--- src/ahb_pkg.sv ---
////////////////////////////////////////////////////////////////////////////
// shared widths, AHB-Lite codes and bundled bus types for the
// two-port generic bus to AHB-Lite SRAM subsystem
////////////////////////////////////////////////////////////////////////////

package ahb_pkg;

    // bus widths, one byte enable per data byte
    localparam int ADDR_W = 32;
    localparam int DATA_W = 32;
    localparam int BE_W   = DATA_W / 8;

    // the sram holds this many words and the address wraps around it
    localparam int MEM_WORDS = 256;
    localparam int MEM_AW    = $clog2(MEM_WORDS);

    // cycles the slave keeps HREADY low in every data phase
    localparam int WAIT_STATES = 1;
    // counter width, kept at one bit even when no wait states are used
    localparam int WAIT_W = (WAIT_STATES > 0) ? $clog2(WAIT_STATES + 1) : 1;

    // transfer type codes, only the two single-transfer ones are used
    localparam logic [1:0] HTRANS_IDLE   = 2'b00;
    localparam logic [1:0] HTRANS_NONSEQ = 2'b10;

    // transfer size codes
    localparam logic [2:0] HSIZE_BYTE = 3'b000;
    localparam logic [2:0] HSIZE_HALF = 3'b001;
    localparam logic [2:0] HSIZE_WORD = 3'b010;

    // the slave never signals an error
    localparam logic HRESP_OKAY = 1'b0;

    // request from one processor-side port
    // the requester holds every field stable while busy is high
    typedef struct packed {
        logic              ren;
        logic              wen;
        logic [ADDR_W-1:0] addr;
        logic [DATA_W-1:0] wdata;
        logic [BE_W-1:0]   byte_en;
    } gen_req_t;

    // answer to one port, busy low marks the completion cycle
    typedef struct packed {
        logic              busy;
        logic [DATA_W-1:0] rdata;
    } gen_rsp_t;

    // master to slave signals of a single AHB-Lite transfer
    // burst, protection and lock signals are left out
    typedef struct packed {
        logic [1:0]        HTRANS;
        logic              HWRITE;
        logic [2:0]        HSIZE;
        logic [ADDR_W-1:0] HADDR;
        logic [DATA_W-1:0] HWDATA;
    } ahb_req_t;

    // slave to master signals
    typedef struct packed {
        logic              HREADY;
        logic              HRESP;
        logic [DATA_W-1:0] HRDATA;
    } ahb_rsp_t;

endpackage

--- src/ahb_master.sv ---
////////////////////////////////////////////////////////////////////////////
// generic bus to AHB-Lite bridge, one single transfer per request
////////////////////////////////////////////////////////////////////////////

`timescale 1ns/1ps

module ahb_master (
    input  logic              CLK,
    input  logic              nRST,
    input  ahb_pkg::gen_req_t gnt_req,
    output ahb_pkg::gen_rsp_t gnt_rsp,
    output ahb_pkg::ahb_req_t ahb_out,
    input  ahb_pkg::ahb_rsp_t ahb_in
);

    typedef enum logic [1:0] {
        IDLE,
        ADDR,
        DATA
    } state_t;

    state_t     state, next_state;
    logic       active;
    logic [2:0] size;
    logic [1:0] lane;

    assign active = gnt_req.ren | gnt_req.wen;

    always_ff @(posedge CLK, negedge nRST) begin
        if (!nRST) begin
            state <= IDLE;
        end else begin
            state <= next_state;
        end
    end

    // address phase and data phase each end on HREADY high
    always_comb begin
        next_state = state;
        case (state)
            IDLE: begin
                if (active) begin
                    next_state = ADDR;
                end
            end
            ADDR: begin
                if (ahb_in.HREADY) begin
                    next_state = DATA;
                end
            end
            DATA: begin
                if (ahb_in.HREADY) begin
                    next_state = IDLE;
                end
            end
            default: begin
                next_state = IDLE;
            end
        endcase
    end

    // size and lowest lane follow from the contiguous byte enables
    always_comb begin
        size = ahb_pkg::HSIZE_WORD;
        lane = 2'd0;
        case (gnt_req.byte_en)
            4'b0011: begin
                size = ahb_pkg::HSIZE_HALF;
            end
            4'b1100: begin
                size = ahb_pkg::HSIZE_HALF;
                lane = 2'd2;
            end
            4'b0001: begin
                size = ahb_pkg::HSIZE_BYTE;
            end
            4'b0010: begin
                size = ahb_pkg::HSIZE_BYTE;
                lane = 2'd1;
            end
            4'b0100: begin
                size = ahb_pkg::HSIZE_BYTE;
                lane = 2'd2;
            end
            4'b1000: begin
                size = ahb_pkg::HSIZE_BYTE;
                lane = 2'd3;
            end
            // a full word and any unsupported pattern give a word transfer
            default: begin
                size = ahb_pkg::HSIZE_WORD;
                lane = 2'd0;
            end
        endcase
    end

    // the requester holds its request while busy, so address and
    // write data stay stable through the whole data phase
    always_comb begin
        ahb_out.HTRANS = (state == ADDR) ? ahb_pkg::HTRANS_NONSEQ : ahb_pkg::HTRANS_IDLE;
        ahb_out.HWRITE = (state != IDLE) && gnt_req.wen;
        ahb_out.HSIZE  = size;
        ahb_out.HADDR  = {gnt_req.addr[ahb_pkg::ADDR_W-1:2], lane};
        ahb_out.HWDATA = gnt_req.wdata;
    end

    // completion is the data phase cycle that sees HREADY
    assign gnt_rsp.busy  = !((state == DATA) && ahb_in.HREADY);
    assign gnt_rsp.rdata = ahb_in.HRDATA;

endmodule

--- config.mk ---
export PLATFORM = sky130hd
export DESIGN_NAME = ahb_master
export DESIGN_NICKNAME = d
export VERILOG_FILES = /design/src/ahb_pkg.sv /design/src/ahb_master.sv
export SDC_FILE = /design/constraint.sdc
export NUM_CORES = 1
export LEC_CHECK = 0
export BUFFER_PORTS_ARGS = -buffer_cell sky130_fd_sc_hd__buf_2
export CAP_MARGIN = 20
export CORE_AREA = 2 2 82 84
export CTS_CLUSTER_SIZE = 12
export DETAILED_ROUTE_END_ITERATION = 6
export DIE_AREA = 0 0 84 86
export GPL_TIMING_DRIVEN = 0
export HOLD_SLACK_MARGIN = 0.06
export SETUP_SLACK_MARGIN = 0.5
export SYNTH_ARGS = -nofsm -noshare
export SYNTH_HDL_FRONTEND = slang
export SYNTH_SLANG_ARGS = --single-unit
--- constraint.sdc ---
create_clock -name CLK -period 1.2 [get_ports CLK]
set_input_delay 0.06 -clock CLK [delete_from_list [all_inputs] [get_ports CLK]]
set_output_delay 0.06 -clock CLK [all_outputs]
set_load 0.05 [all_outputs]
==> qor.csv <==
stage,metric,value,unit
synth,yosysWarnings,0,
layout,post_layout_nonfiller_instances,306,
power_and_ir_drop,power_frac_comb,77.6,%
setup_path,slowest_stage,dfrtp_1,
grt,grt-ovfl-total,0,
placement,gp_congestion,0.763,
sta,period_share,88.5,%
floorplan,die-area,0.00722,mm2
sta,fmax,942,MHz
hold_path,hold_path_depth,3,
setup_path,max_stage_delay,0.41,ns
placement,io_buffer_count,109,
setup_path,worstRegToRegCells,2,
synth,yosysMostFrequentCell,buf_4,
setup_path,r2r_slack,0.24,ns
setup_path,worst-setup-path-type,register to output port,
clock_network,clock_latency,0.21,ns
synth,synth_area_per_cell,7.67,um2
clock_network,cts_sinks,2,
synth,synth_cell_types,15,
route,via_count,999,
sta,skew,0.00160,ns
power_and_ir_drop,leakagePower,1.01,nW
clock_network,cts_buffers,3,
synth,synth_seq_cells,2,
sta,slew_violations,0,
floorplan,core_region_area,0.00628,mm2
sta,setup_viol,0,
power_and_ir_drop,max-vdd-ir-drop,0.558,mV
setup_path,arrival,1.00,ns
status,status,"complete, no violations",
clock_network,cts.path.max_buffers,2,
layout,num-nets-final,337,
power_and_ir_drop,p_sw,1.03,mW
floorplan,num_rows,29,
synth,syn_area,882,um2
floorplan,dieWidth,84,um
floorplan,dieHeight,86,um
layout,design_area,0.00169,mm2
grt,grt_pass1_wl,3540,um
power_and_ir_drop,pwr-share-clk,14.3,%
layout,top_regs,state (2),
placement,place_area,0.00156,mm2
route,routed_wl,2620,um
grt,grt_pass1_vias,833,
route,route.detailed.drc,0,
power_and_ir_drop,p_int,0.793,mW
route,drt_first_pass_iters,5,
power_and_ir_drop,power.density,1080,mW/mm2
synth,synth_area_leaders,"buf_4 82%, dfrtp_1 5.7%, xnor2_1 2.0%",
layout,largest_reg_flops,2,
placement,place_inst,302,
sta,finalSetupTns,0,ns
route,drtAntennaViolNets,0,
route,drt-vias-per-instance,3.26,
clock_network,cts_root_buf,clkbuf_8,
synth,synth_cells,115,
hold_path,min_to,state[1],
power_and_ir_drop,p_seq_share,8.1,%
synth,synth_top_area_share,81.7,%
setup_path,start_kind,register,
clock_network,cts_max_level,1,
clock_network,cts_setup_buffers,0,
layout,largest-register,state,
grt,grt_start_max_net_pins,7,
synth,seq_area_frac_synth,5.67,%
route,drtIter0Drc,4,
grt,grtUsageTotal,6.32,%
synth,synth-edff-count,0,
hold_path,hp-class,input port to register,
floorplan,ios,209,
setup_path,r2r-start,state[0],
clock_network,cts_tree,done,
power_and_ir_drop,p_total,1.83,mW
layout,syn2layout_area_growth,91.2,%
floorplan,start_util,14.1,%
setup_path,worstPathCellList,o21a_2 > buf_6,
job,maxCapViolations,0,
setup_path,worstPathMaxFanout,6,
clock_network,path_clk_slew,0.03,ns
grt,antenna_found_initial,0,
synth,synth_top_cell_by_area,buf_4,
layout,drive_above_1_share,94.8,%
synth,async_flop_share,100,%
route,wl_per_cell,8.57,um
synth,synth_common_cells,"96 x buf_4, 3 x nor3_1, 2 x dfrtp_1, 2 x nor2_1, 2 x xnor2_1",
setup_path,end_kind,output port,
synth,synthFlopType,dfrtp_1,
hold_path,min_from,ahb_in[33],
sta,finalHoldViolations,0,
setup_path,r2r-end,state[1],
sta,fin_crit,1.06,ns
setup_path,required,1.14,ns
layout,antennaDiodeCount,0,
power_and_ir_drop,swShare,56.6,%
sta,rsz0062_at_grt,yes,
-- metrics by stage --
stage	util, %	setup WS (ns)	hold slack (ns)
after floorplan	-	0.271	-0.236
after global placement	24.8	0.266	-0.152
after detailed placement	24.8	0.263	-0.152
after CTS	26.8	0.132	0.137
after global routing	26.9	0.0911	0.162
final	26.9	0.138	0.142
-- repair_timing --
action	CTS	global route
hold buffers	1	0
setup endpoints to repair	9	8
endpoints found under the hold margin	2	0
pin swaps	4	2
resized for setup	23	1
gates cloned	0	0
-- power groups by stage --
| stage | Clock, mW | Combinational (mW) | Sequential [mW] |
|---|---|---|---|
| 6_report | 0.262 | 1.42 | 0.147 |
| 5_1_grt | 0.288 | 1.47 | 0.153 |
| 3_5_place_dp | 0 | 1.34 | 0.143 |
| 2_1_floorplan | 0 | 1.13 | 0.133 |
| 4_1_cts | 0.274 | 1.43 | 0.143 |
| 3_3_place_gp | 0 | 1.34 | 0.143 |
-- how the worst max path moves through the flow --
stage / startpoint / cells past startpoint / end
after global routing: state[1] / 2 / ahb_out[69]
after CTS: state[1] / 2 / ahb_out[69]
after global placement: state[0] / 2 / state[1]
after detailed placement: state[0] / 2 / state[1]
after floorplan: state[0] / 1 / gnt_rsp[32]
final: state[1] / 2 / ahb_out[67]
-- kinds of logic after synthesis --
| kind of cell | Yosys count | synth area share, % |
|---|---|---|
| AND/OR/NAND/NOR | 11 | 7.80 |
| AO/OA/AOI/OAI | 3 | 2.41 |
| buffers and inverters | 96 | 81.7 |
| XOR/XNOR | 2 | 1.99 |
| flip-flops | 2 | 5.67 |
| other | 1 | 0.425 |
-- routing by layer --
layer  up-vias  track usage, %  part of all wire (%)
li1        489               -                     -
met1       407            4.93                    24
met2       101            12.7                    58
met3         2            2.98                    17
met4         0            3.52                   1.0
met5         -               0                     0
-- final cells by class --
type                    instances  area, um2
fillers                       680       4590
plain buffers                  96        721
well taps                      77       96.3
flip-flops and latches          2       50.0
multi-input cells              18        156
repair buffers                110        622
clock buffers                   3       41.3
-- critical path, delay by kind of cell (launching register included) --
kind,cells,cell delay (ns)
AOI/OAI and AO/OA,1,0.23
buffers and inverters,1,0.15
DFF,1,0.41
-- cell usage in the layout, fill, tap and decap left out, types with 2 or more instances in the layout --
cell type and n:
buf_2 99, dfrtp_1 2, clkbuf_8 3, conb_1 2
buf_4 96, buf_6 9
(Power assumes the default switching activity.)
