===== src/ahb_pkg.sv =====
////////////////////////////////////////////////////////////////////////////
// shared widths, AHB-Lite codes and bundled bus types for the
// two-port generic bus to AHB-Lite SRAM subsystem
////////////////////////////////////////////////////////////////////////////

package ahb_pkg;

    // bus widths, one byte enable per data byte
    localparam int ADDR_W = 32;
    localparam int DATA_W = 32;
    localparam int BE_W   = DATA_W / 8;

    // the sram holds this many words and the address wraps around it
    localparam int MEM_WORDS = 256;
    localparam int MEM_AW    = $clog2(MEM_WORDS);

    // cycles the slave keeps HREADY low in every data phase
    localparam int WAIT_STATES = 1;
    // counter width, kept at one bit even when no wait states are used
    localparam int WAIT_W = (WAIT_STATES > 0) ? $clog2(WAIT_STATES + 1) : 1;

    // transfer type codes, only the two single-transfer ones are used
    localparam logic [1:0] HTRANS_IDLE   = 2'b00;
    localparam logic [1:0] HTRANS_NONSEQ = 2'b10;

    // transfer size codes
    localparam logic [2:0] HSIZE_BYTE = 3'b000;
    localparam logic [2:0] HSIZE_HALF = 3'b001;
    localparam logic [2:0] HSIZE_WORD = 3'b010;

    // the slave never signals an error
    localparam logic HRESP_OKAY = 1'b0;

    // request from one processor-side port
    // the requester holds every field stable while busy is high
    typedef struct packed {
        logic              ren;
        logic              wen;
        logic [ADDR_W-1:0] addr;
        logic [DATA_W-1:0] wdata;
        logic [BE_W-1:0]   byte_en;
    } gen_req_t;

    // answer to one port, busy low marks the completion cycle
    typedef struct packed {
        logic              busy;
        logic [DATA_W-1:0] rdata;
    } gen_rsp_t;

    // master to slave signals of a single AHB-Lite transfer
    // burst, protection and lock signals are left out
    typedef struct packed {
        logic [1:0]        HTRANS;
        logic              HWRITE;
        logic [2:0]        HSIZE;
        logic [ADDR_W-1:0] HADDR;
        logic [DATA_W-1:0] HWDATA;
    } ahb_req_t;

    // slave to master signals
    typedef struct packed {
        logic              HREADY;
        logic              HRESP;
        logic [DATA_W-1:0] HRDATA;
    } ahb_rsp_t;

endpackage


===== src/bus_arbiter.sv =====
////////////////////////////////////////////////////////////////////////////
// fixed-priority arbiter between the instruction and data ports,
// holding the grant for the whole transfer of the winner
////////////////////////////////////////////////////////////////////////////

`timescale 1ns/1ps

module bus_arbiter (
    input  logic              CLK,
    input  logic              nRST,
    input  ahb_pkg::gen_req_t iport_req,
    input  ahb_pkg::gen_req_t dport_req,
    output ahb_pkg::gen_rsp_t iport_rsp,
    output ahb_pkg::gen_rsp_t dport_rsp,
    output ahb_pkg::gen_req_t gnt_req,
    input  ahb_pkg::gen_rsp_t gnt_rsp
);

    typedef enum logic [1:0] {
        OWNER_NONE,
        OWNER_I,
        OWNER_D
    } owner_t;

    owner_t owner, next_owner;
    logic   d_wants;
    logic   i_wants;
    logic   done;

    // the instruction port can only read, so its wen never counts as a request
    assign d_wants = dport_req.ren | dport_req.wen;
    assign i_wants = iport_req.ren;

    // busy only drops in the completion cycle of the granted transfer
    assign done = (owner != OWNER_NONE) && !gnt_rsp.busy;

    always_ff @(posedge CLK, negedge nRST) begin
        if (!nRST) begin
            owner <= OWNER_NONE;
        end else begin
            owner <= next_owner;
        end
    end

    always_comb begin
        next_owner = owner;
        if (owner == OWNER_NONE) begin
            // data port has priority when both ask in the same cycle
            if (d_wants) begin
                next_owner = OWNER_D;
            end else if (i_wants) begin
                next_owner = OWNER_I;
            end
        end else if (done) begin
            // the owner is let go in the cycle after its completion
            next_owner = OWNER_NONE;
        end
    end

    // only the owner's request reaches the bridge
    always_comb begin
        gnt_req = '0;
        case (owner)
            OWNER_I: begin
                gnt_req       = iport_req;
                gnt_req.wen   = 1'b0;
                gnt_req.wdata = '0;
            end
            OWNER_D: begin
                gnt_req = dport_req;
            end
            default: begin
                gnt_req = '0;
            end
        endcase
    end

    // a port that does not own the bus just sees busy
    always_comb begin
        iport_rsp.busy  = 1'b1;
        iport_rsp.rdata = '0;
        dport_rsp.busy  = 1'b1;
        dport_rsp.rdata = '0;
        if (owner == OWNER_I) begin
            iport_rsp = gnt_rsp;
        end
        if (owner == OWNER_D) begin
            dport_rsp = gnt_rsp;
        end
    end

endmodule


===== config.mk =====
export PLATFORM = sky130hd
export DESIGN_NAME = bus_arbiter
export DESIGN_NICKNAME = d
export VERILOG_FILES = /design/src/ahb_pkg.sv /design/src/bus_arbiter.sv
export SDC_FILE = /design/constraint.sdc
export NUM_CORES = 1
export LEC_CHECK = 0
export ABC_AREA = 1
export CAP_MARGIN = 10
export CORE_AREA = 2 2 122 124
export CTS_BUF_LIST = sky130_fd_sc_hd__clkbuf_4 sky130_fd_sc_hd__clkbuf_8
export DETAILED_ROUTE_END_ITERATION = 12
export DIE_AREA = 0 0 124 126
export DONT_BUFFER_PORTS = 1
export PLACE_DENSITY = 0.3
export SYNTH_ARGS = -nofsm -noshare
export SYNTH_HDL_FRONTEND = slang
export SYNTH_SLANG_ARGS = --single-unit

===== constraint.sdc =====
create_clock -name CLK -period 1.2 [get_ports CLK]
set_input_delay 0.06 -clock CLK [delete_from_list [all_inputs] [get_ports CLK]]
set_output_delay 0.06 -clock CLK [all_outputs]
set_load 0.03 [all_outputs]

==> key figures, run 1 <==
Finish
  – Antenna cells: 0
  – Largest registers: owner (2)
  – Fin nets: 544
  – Largest register by flop count: owner
  – Final core occ: 0.228
  – Area Growth Syn to Fin: 124%
  – Filler Cell Count: 1544
  – Area of the multi-input gates: 1780 um2
  – Commonest non-fill, non-tap cells in the layout: 128 x nand2_1, 61 x inv_2, 37 x a21oi_4, 19 x nand2_4, 18 x nand2_2
  – Commonest non-fill, non-tap cell in the layout: nand2_1
  – Layout cells sized above 1: 0.626
  – Largest register FFs: 2
  – Register Area: 50.0 um2

Setup path
  – Worst R2R Start: owner[0]
  – FF-to-FF End: owner[0]
  – R2R setup slack: 0.04 ns
  – Worst path buffer plus inverter count: 4
  – Worst Path Required: 1.14 ns
  – Top Family by Delay on Critical Path: buffers and inverters
  – Crit-path max cell delay: 0.35 ns
  – CP startpoint kind: flop
  – Endpoint type of the worst setup path: output port
  – Crit Path Max Fanout: 10
  – Crit Path Category: reg -> out
  – Worst reg-to-reg path cell count: 8
  – Crit-path cells: inv_2 > buf_6 > ha_4 > buf_12 > inv_16 > a21oi_4
  – Crit. Startpoint: owner[0]
  – CP arrival: 1.51 ns
  – Critical-path top delay cell: dfrtp_1

Synthesis
  – Register bit total from synthesis: 2
  – Seq/Total Area, Yosys: 0.0344
  – Syn. warnings: 0
  – Mapped Nets: 527
  – Library cells used by synthesis: 14
  – Synthesized area: 1460 um2
  – Post-Syn Instances: 349
  – Syn avg cell area: 4.17 um2

Power and ir drop
  – Sw Ratio: 0.664
  – Seq pwr share: 0.012
  – Power Dens Cells: 2890 nW/um2
  – Max VDD drop: 0.661 mV
  – Power, Total: 9.41 mW
  – Sw power: 6.25 mW
  – Internal power: 3.16 mW
  – LEAKAGE: 1.50 nW
  – Clock share of power: 0.028
  – Combinational power share: 0.960

STA
  – Slew HR: 0.794
  – Slew Viols, Final: 0
  – Worst Tran Pin Value: 0.309 ns
  – Final WS setup: -0.365 ns
  – Max Freq: 639 MHz
  – Period minus WS final: 1.57 ns
  – Hold Violations, Final: 0
  – Final Skew: 0.000130 ns
  – Tcrit/Tclk final: 1.30
  – RSZ-0062 raised after global routing: true
  – Final setup vio count: 136

Floorplanning
  – Die Width: 124 um
  – Die height: 126 um
  – # rows: 44
  – Die area: 15600 um2
  – IO Count: 311
  – Placeable Area: 14300 um2
  – Initial Utilization: 0.102

Placement
  – Dpl hpwl: 5360 um
  – GP Congestion: 0.701
  – Port buffer count: 0

Run
  – Max-cap violations: 0

Drt
  – Via Count: 2135
  – DR vias/cell: 3.90
  – Wirelength, routed: 8300 um
  – TritonRoute pass-1 iters: 4
  – Antenna violation net count after detailed routing: 0
  – Routed len/inst: 15.1 um
  – Drt first-iter violations: 53
  – DRC: 0

CTS
  – Clock Path Buffers: 2
  – Cts bufs inserted: 3
  – Clk root buf: clkbuf_8
  – Clock transition at the registers of the reported paths: 0.03 ns
  – Clock insertion delay at the later pin of the skew report: 0.21 ns
  – CTS H-tree depth: 1
  – TritonCTS Sinks: 2
  – TritonCTS clock tree: done

Worst hold path
  – Hold EP: owner[0]
  – Hold path startpoint: iport_req[69]
  – Worst Hold Class: in -> reg
  – Hold path cells: 2

Global route
  – Vias in the first global route: 1948
  – Grt ovf: 0
  – Tot GR Track Use: 0.0866
  – Initial antenna violation count: 0
  – First-pass GRT wire length: 10300 um
  – Largest net degree at the start of global routing: 29

Status
  – Status: complete, but fails checks
  – Failing checks: negative setup slack
per-layer routing:
layer,GRT usage,wire (um),vias up
met5,0,0,-
met4,0.0139,73,0
met3,0.0122,678,4
met2,0.188,4830,148
met1,0.0831,2720,975
li1,-,-,1008
worst max-delay path by stage:
| stage | endpoint | slack, ns | cells after the start |
|---|---|---|---|
| floorplan | gnt_req[41] | -0.06 | 6 |
| global placement | gnt_req[52] | -0.21 | 5 |
| detailed placement | gnt_req[36] | -0.22 | 5 |
| CTS | gnt_req[46] | -0.38 | 6 |
| global route | dport_rsp[10] | -0.43 | 6 |
| finish | gnt_req[52] | -0.37 | 6 |
cell type report:
| cell class | count | share of cell area |
|---|---|---|
| timing repair inverter | 3 | 0.0131 |
| inverter | 102 | 0.182 |
| multi-input combinational | 223 | 0.546 |
| sequential | 2 | 0.0154 |
| tap | 184 | 0.0707 |
| clock buffer | 3 | 0.0127 |
| timing repair buffer | 31 | 0.161 |
power groups by stage:
stage / sequential [mW] / combinational (mW) / clock, mW
after floorplan: 0.116 / 5.72 / 0
after global placement: 0.121 / 6.24 / 0
after detailed placement: 0.120 / 6.21 / 0
after CTS: 0.118 / 7.98 / 0.272
after global routing: 0.119 / 9.57 / 0.277
final: 0.117 / 9.03 / 0.263
kinds of logic (layout without fill, tap and decap cells):
group | Yosys count | in the layout | share of synthesized area
simple gates | 182 | 182 | 0.473
fa+ha+maj | 3 | 3 | 0.0258
flops | 2 | 2 | 0.0344
compound gates | 38 | 38 | 0.131
buf+inv | 124 | 139 | 0.337
worst reg2reg max path, stage by stage, from the launching register on:
cell and delay [ns]:
dfrtp_1 0.35, inv_2 0.06, buf_6 0.11, ha_4 0.15
buf_4 0.13, nand3_2 0.07, nand2_2 0.06, nand2_1 0.06
nand2_1 0.05
cell usage after synthesis, drive strengths merged:
cell	instances	area, um2
buf	21	104
clkbuf	1	3.75
or2	1	6.26
o21ai	1	5.00
dfrtp	2	50.1
a21oi	37	185
inv	102	383
nand3	2	10.0
nand2	178	668
nor2	1	3.75
ha	3	37.5
per-stage QoR:
| step | setup TNS [ns] | hold slack (ns) | cells | area (um2) | worst slack, ns |
|---|---|---|---|---|---|
| after CTS | -41.94 | 0.0125 | 542 | 2770 | -0.376 |
| after global routing | -49.83 | 0.0377 | 548 | 3260 | -0.433 |
| after global placement | -17.00 | -0.235 | 523 | 2210 | -0.207 |
| after detailed placement | -17.24 | -0.235 | 523 | 2210 | -0.216 |
| after floorplan | -3.16 | -0.236 | 349 | 2000 | -0.0566 |
| final | -40.41 | 0.0153 | 548 | 3260 | -0.365 |
what timing repair did:
action                     4_1_cts  5_1_grt
hold endpoints to repair         2        0
setup endpoints to repair      136      138
setup buffers                    8        5
gates resized for setup        113      125
gates cloned                     7        3
pin swaps                       18       29
hold buffers                     1        0
No activity file was read; power rests on OpenSTA's default activity.
==> run 2, diff against run 1 <==
--- a/config.mk
+++ b/config.mk
@@ -7,12 +7,14 @@
 export LEC_CHECK = 0
 export ABC_AREA = 1
 export CAP_MARGIN = 10
-export CORE_AREA = 2 2 122 124
+export CELL_PAD_IN_SITES_DETAIL_PLACEMENT = 1
+export CELL_PAD_IN_SITES_GLOBAL_PLACEMENT = 1
+export CORE_AREA = 2 2 119 121
 export CTS_BUF_LIST = sky130_fd_sc_hd__clkbuf_4 sky130_fd_sc_hd__clkbuf_8
 export DETAILED_ROUTE_END_ITERATION = 12
-export DIE_AREA = 0 0 124 126
+export DIE_AREA = 0 0 121 123
 export DONT_BUFFER_PORTS = 1
-export PLACE_DENSITY = 0.3
+export PLACE_DENSITY = 0.41
 export SYNTH_ARGS = -nofsm -noshare
 export SYNTH_HDL_FRONTEND = slang
 export SYNTH_SLANG_ARGS = --single-unit
==> key figures, run 2 (synthesized netlist as in run 1, its figures left out) <==
Power and ir drop
  – LEAKAGE: 1.86 nW
  – Power Dens Cells: 2630 nW/um2
  – Sw Ratio: 0.641
  – Internal power: 4.14 mW
  – Sw power: 7.37 mW
  – Seq pwr share: 0.010
  – Clock share of power: 0.023
  – Max VDD drop: 0.916 mV
  – Combinational power share: 0.967

CTS
  – Clock insertion delay at the later pin of the skew report: 0.21 ns
  – Clock transition at the registers of the reported paths: 0.03 ns
  – TritonCTS Sinks: 2
  – Cts bufs inserted: 3
  – Clock Path Buffers: 2
  – TritonCTS clock tree: done
  – CTS H-tree depth: 1
  – Clk root buf: clkbuf_8

Setup path
  – CP startpoint kind: flop
  – Endpoint type of the worst setup path: output port
  – Crit Path Max Fanout: 9
  – Worst Path Required: 1.14 ns
  – Crit-path max cell delay: 0.40 ns
  – Critical-path top delay cell: dfrtp_1
  – Crit Path Category: reg -> out
  – Worst path buffer plus inverter count: 3
  – Top Family by Delay on Critical Path: buffers and inverters
  – Crit-path cells: inv_2 > ha_4 > buf_6 > clkbuf_16 > nand2_1 > a21oi_4
  – CP arrival: 1.54 ns

Drt
  – Antenna violation net count after detailed routing: 0
  – TritonRoute pass-1 iters: 4
  – Wirelength, routed: 10000 um
  – DR vias/cell: 4.05
  – Routed len/inst: 17.9 um
  – DRC: 0
  – Drt first-iter violations: 39
  – Via Count: 2278

STA
  – Final setup vio count: 136
  – Final Skew: 0.000848 ns
  – RSZ-0062 raised after global routing: true
  – Tcrit/Tclk final: 1.34
  – Hold Violations, Final: 0
  – Hold Slack: 0.0102 ns
  – Final WS setup: -0.403 ns
  – Max Freq: 624 MHz
  – Worst Tran Pin Value: 0.273 ns
  – Period minus WS final: 1.60 ns
  – Slew Viols, Final: 0
  – Slew HR: 0.818

Finish
  – Fin nets: 562
  – Final core occ: 0.321
  – Area Growth Syn to Fin: 200%
  – Largest register FFs: 2
  – Largest registers: owner (2)
  – Commonest non-fill, non-tap cell in the layout: nand2_1
  – Commonest non-fill, non-tap cells in the layout: 78 x nand2_1, 41 x nand2_4, 37 x a21oi_4, 37 x inv_8, 35 x nand2_8
  – Filler Cell Count: 1523
  – Antenna cells: 0
  – Layout cells sized above 1: 0.770
  – Largest register by flop count: owner

Floorplanning
  – Die area: 14900 um2
  – IO Count: 311
  – Initial Utilization: 0.107
  – # rows: 43
  – Die height: 123 um
  – Die Width: 121 um
  – Placeable Area: 13600 um2

Global route
  – Tot GR Track Use: 0.0881
  – Vias in the first global route: 1989
  – Initial antenna violation count: 0
  – Grt ovf: 0
  – Largest net degree at the start of global routing: 38
  – First-pass GRT wire length: 10400 um

Run
  – Max-cap violations: 0

Status
  – Status: complete, but fails checks
  – Failing checks: negative setup slack

Placement
  – GP Congestion: 0.681
  – Port buffer count: 0
  – Dpl hpwl: 5580 um

Worst hold path
  – Worst Hold Class: in -> reg
run 2: metal layers:
layer / global-route usage / wire (um) / up-vias
met5: 0 / 0 / -
met4: 0.0153 / 66 / 0
met3: 0.0120 / 719 / 6
met2: 0.186 / 5960 / 147
met1: 0.0909 / 3290 / 1082
li1: - / - / 1043
run 2: what timing repair did:
| item | 4_1_cts | 5_1_grt |
|---|---|---|
| pin swaps | 26 | 34 |
| hold buffers | 2 | 0 |
| endpoints found under the hold margin | 3 | 0 |
| resized for setup | 86 | 385 |
| setup buffers | 7 | 13 |
| setup endpoints to repair | 136 | 138 |
| cloned | 5 | 11 |
run 2: worst register-to-register path: stages, from the launching register on:
cell	delay (ns)
dfrtp_1	0.37
inv_2	0.07
buf_6	0.12
ha_4	0.15
or2_4	0.23
nand2_4	0.06
nand2_2	0.04
nand2_1	0.05
run 2: area by class of cell:
type / instances / area (um2) / share of cell area
sequential: 2 / 50.0 / 0.0115
timing repair inverter: 3 / 42.5 / 0.00974
inverter: 102 / 847 / 0.194
timing repair buffer: 49 / 841 / 0.192
clock buffer: 3 / 41.3 / 0.00945
multi-input combinational: 223 / 2320 / 0.532
tap: 180 / 225 / 0.0515
run 2: power groups by stage:
| stage | clock [mW] | combinational [mW] | sequential (mW) |
|---|---|---|---|
| after CTS | 0.276 | 6.94 | 0.112 |
| after detailed placement | 0 | 6.18 | 0.120 |
| final | 0.268 | 11.1 | 0.115 |
| after global placement | 0 | 6.15 | 0.121 |
| after global routing | 0.287 | 11.7 | 0.118 |
| after floorplan | 0 | 5.72 | 0.116 |
run 2: final timing paths:
check	end	start	cells after the start	slack, ns
hold reg to reg	owner[1]	owner[1]	2	0.53
hold / removal	owner[1]	dport_req[69]	2	0.01
max in group asynchronous	owner[0]	nRST	1	0.98
min in group asynchronous	owner[1]	nRST	1	0.09
setup / recovery	gnt_req[62]	owner[1]	6	-0.40
setup reg to reg	owner[0]	owner[0]	7	0.03
run 2: metrics by stage:
| stage | instances | setup TNS, ns | cell area [um2] | setup WS [ns] | total power [mW] |
|---|---|---|---|---|---|
| after CTS | 539 | -42.38 | 2640 | -0.400 | 7.32 |
| final | 562 | -42.88 | 4370 | -0.403 | 11.5 |
| after detailed placement | 522 | -15.87 | 2200 | -0.220 | 6.30 |
| after floorplan | 349 | -3.16 | 2000 | -0.0566 | 5.83 |
| after global placement | 522 | -15.10 | 2200 | -0.205 | 6.27 |
| after global routing | 562 | -52.17 | 4370 | -0.479 | 12.1 |
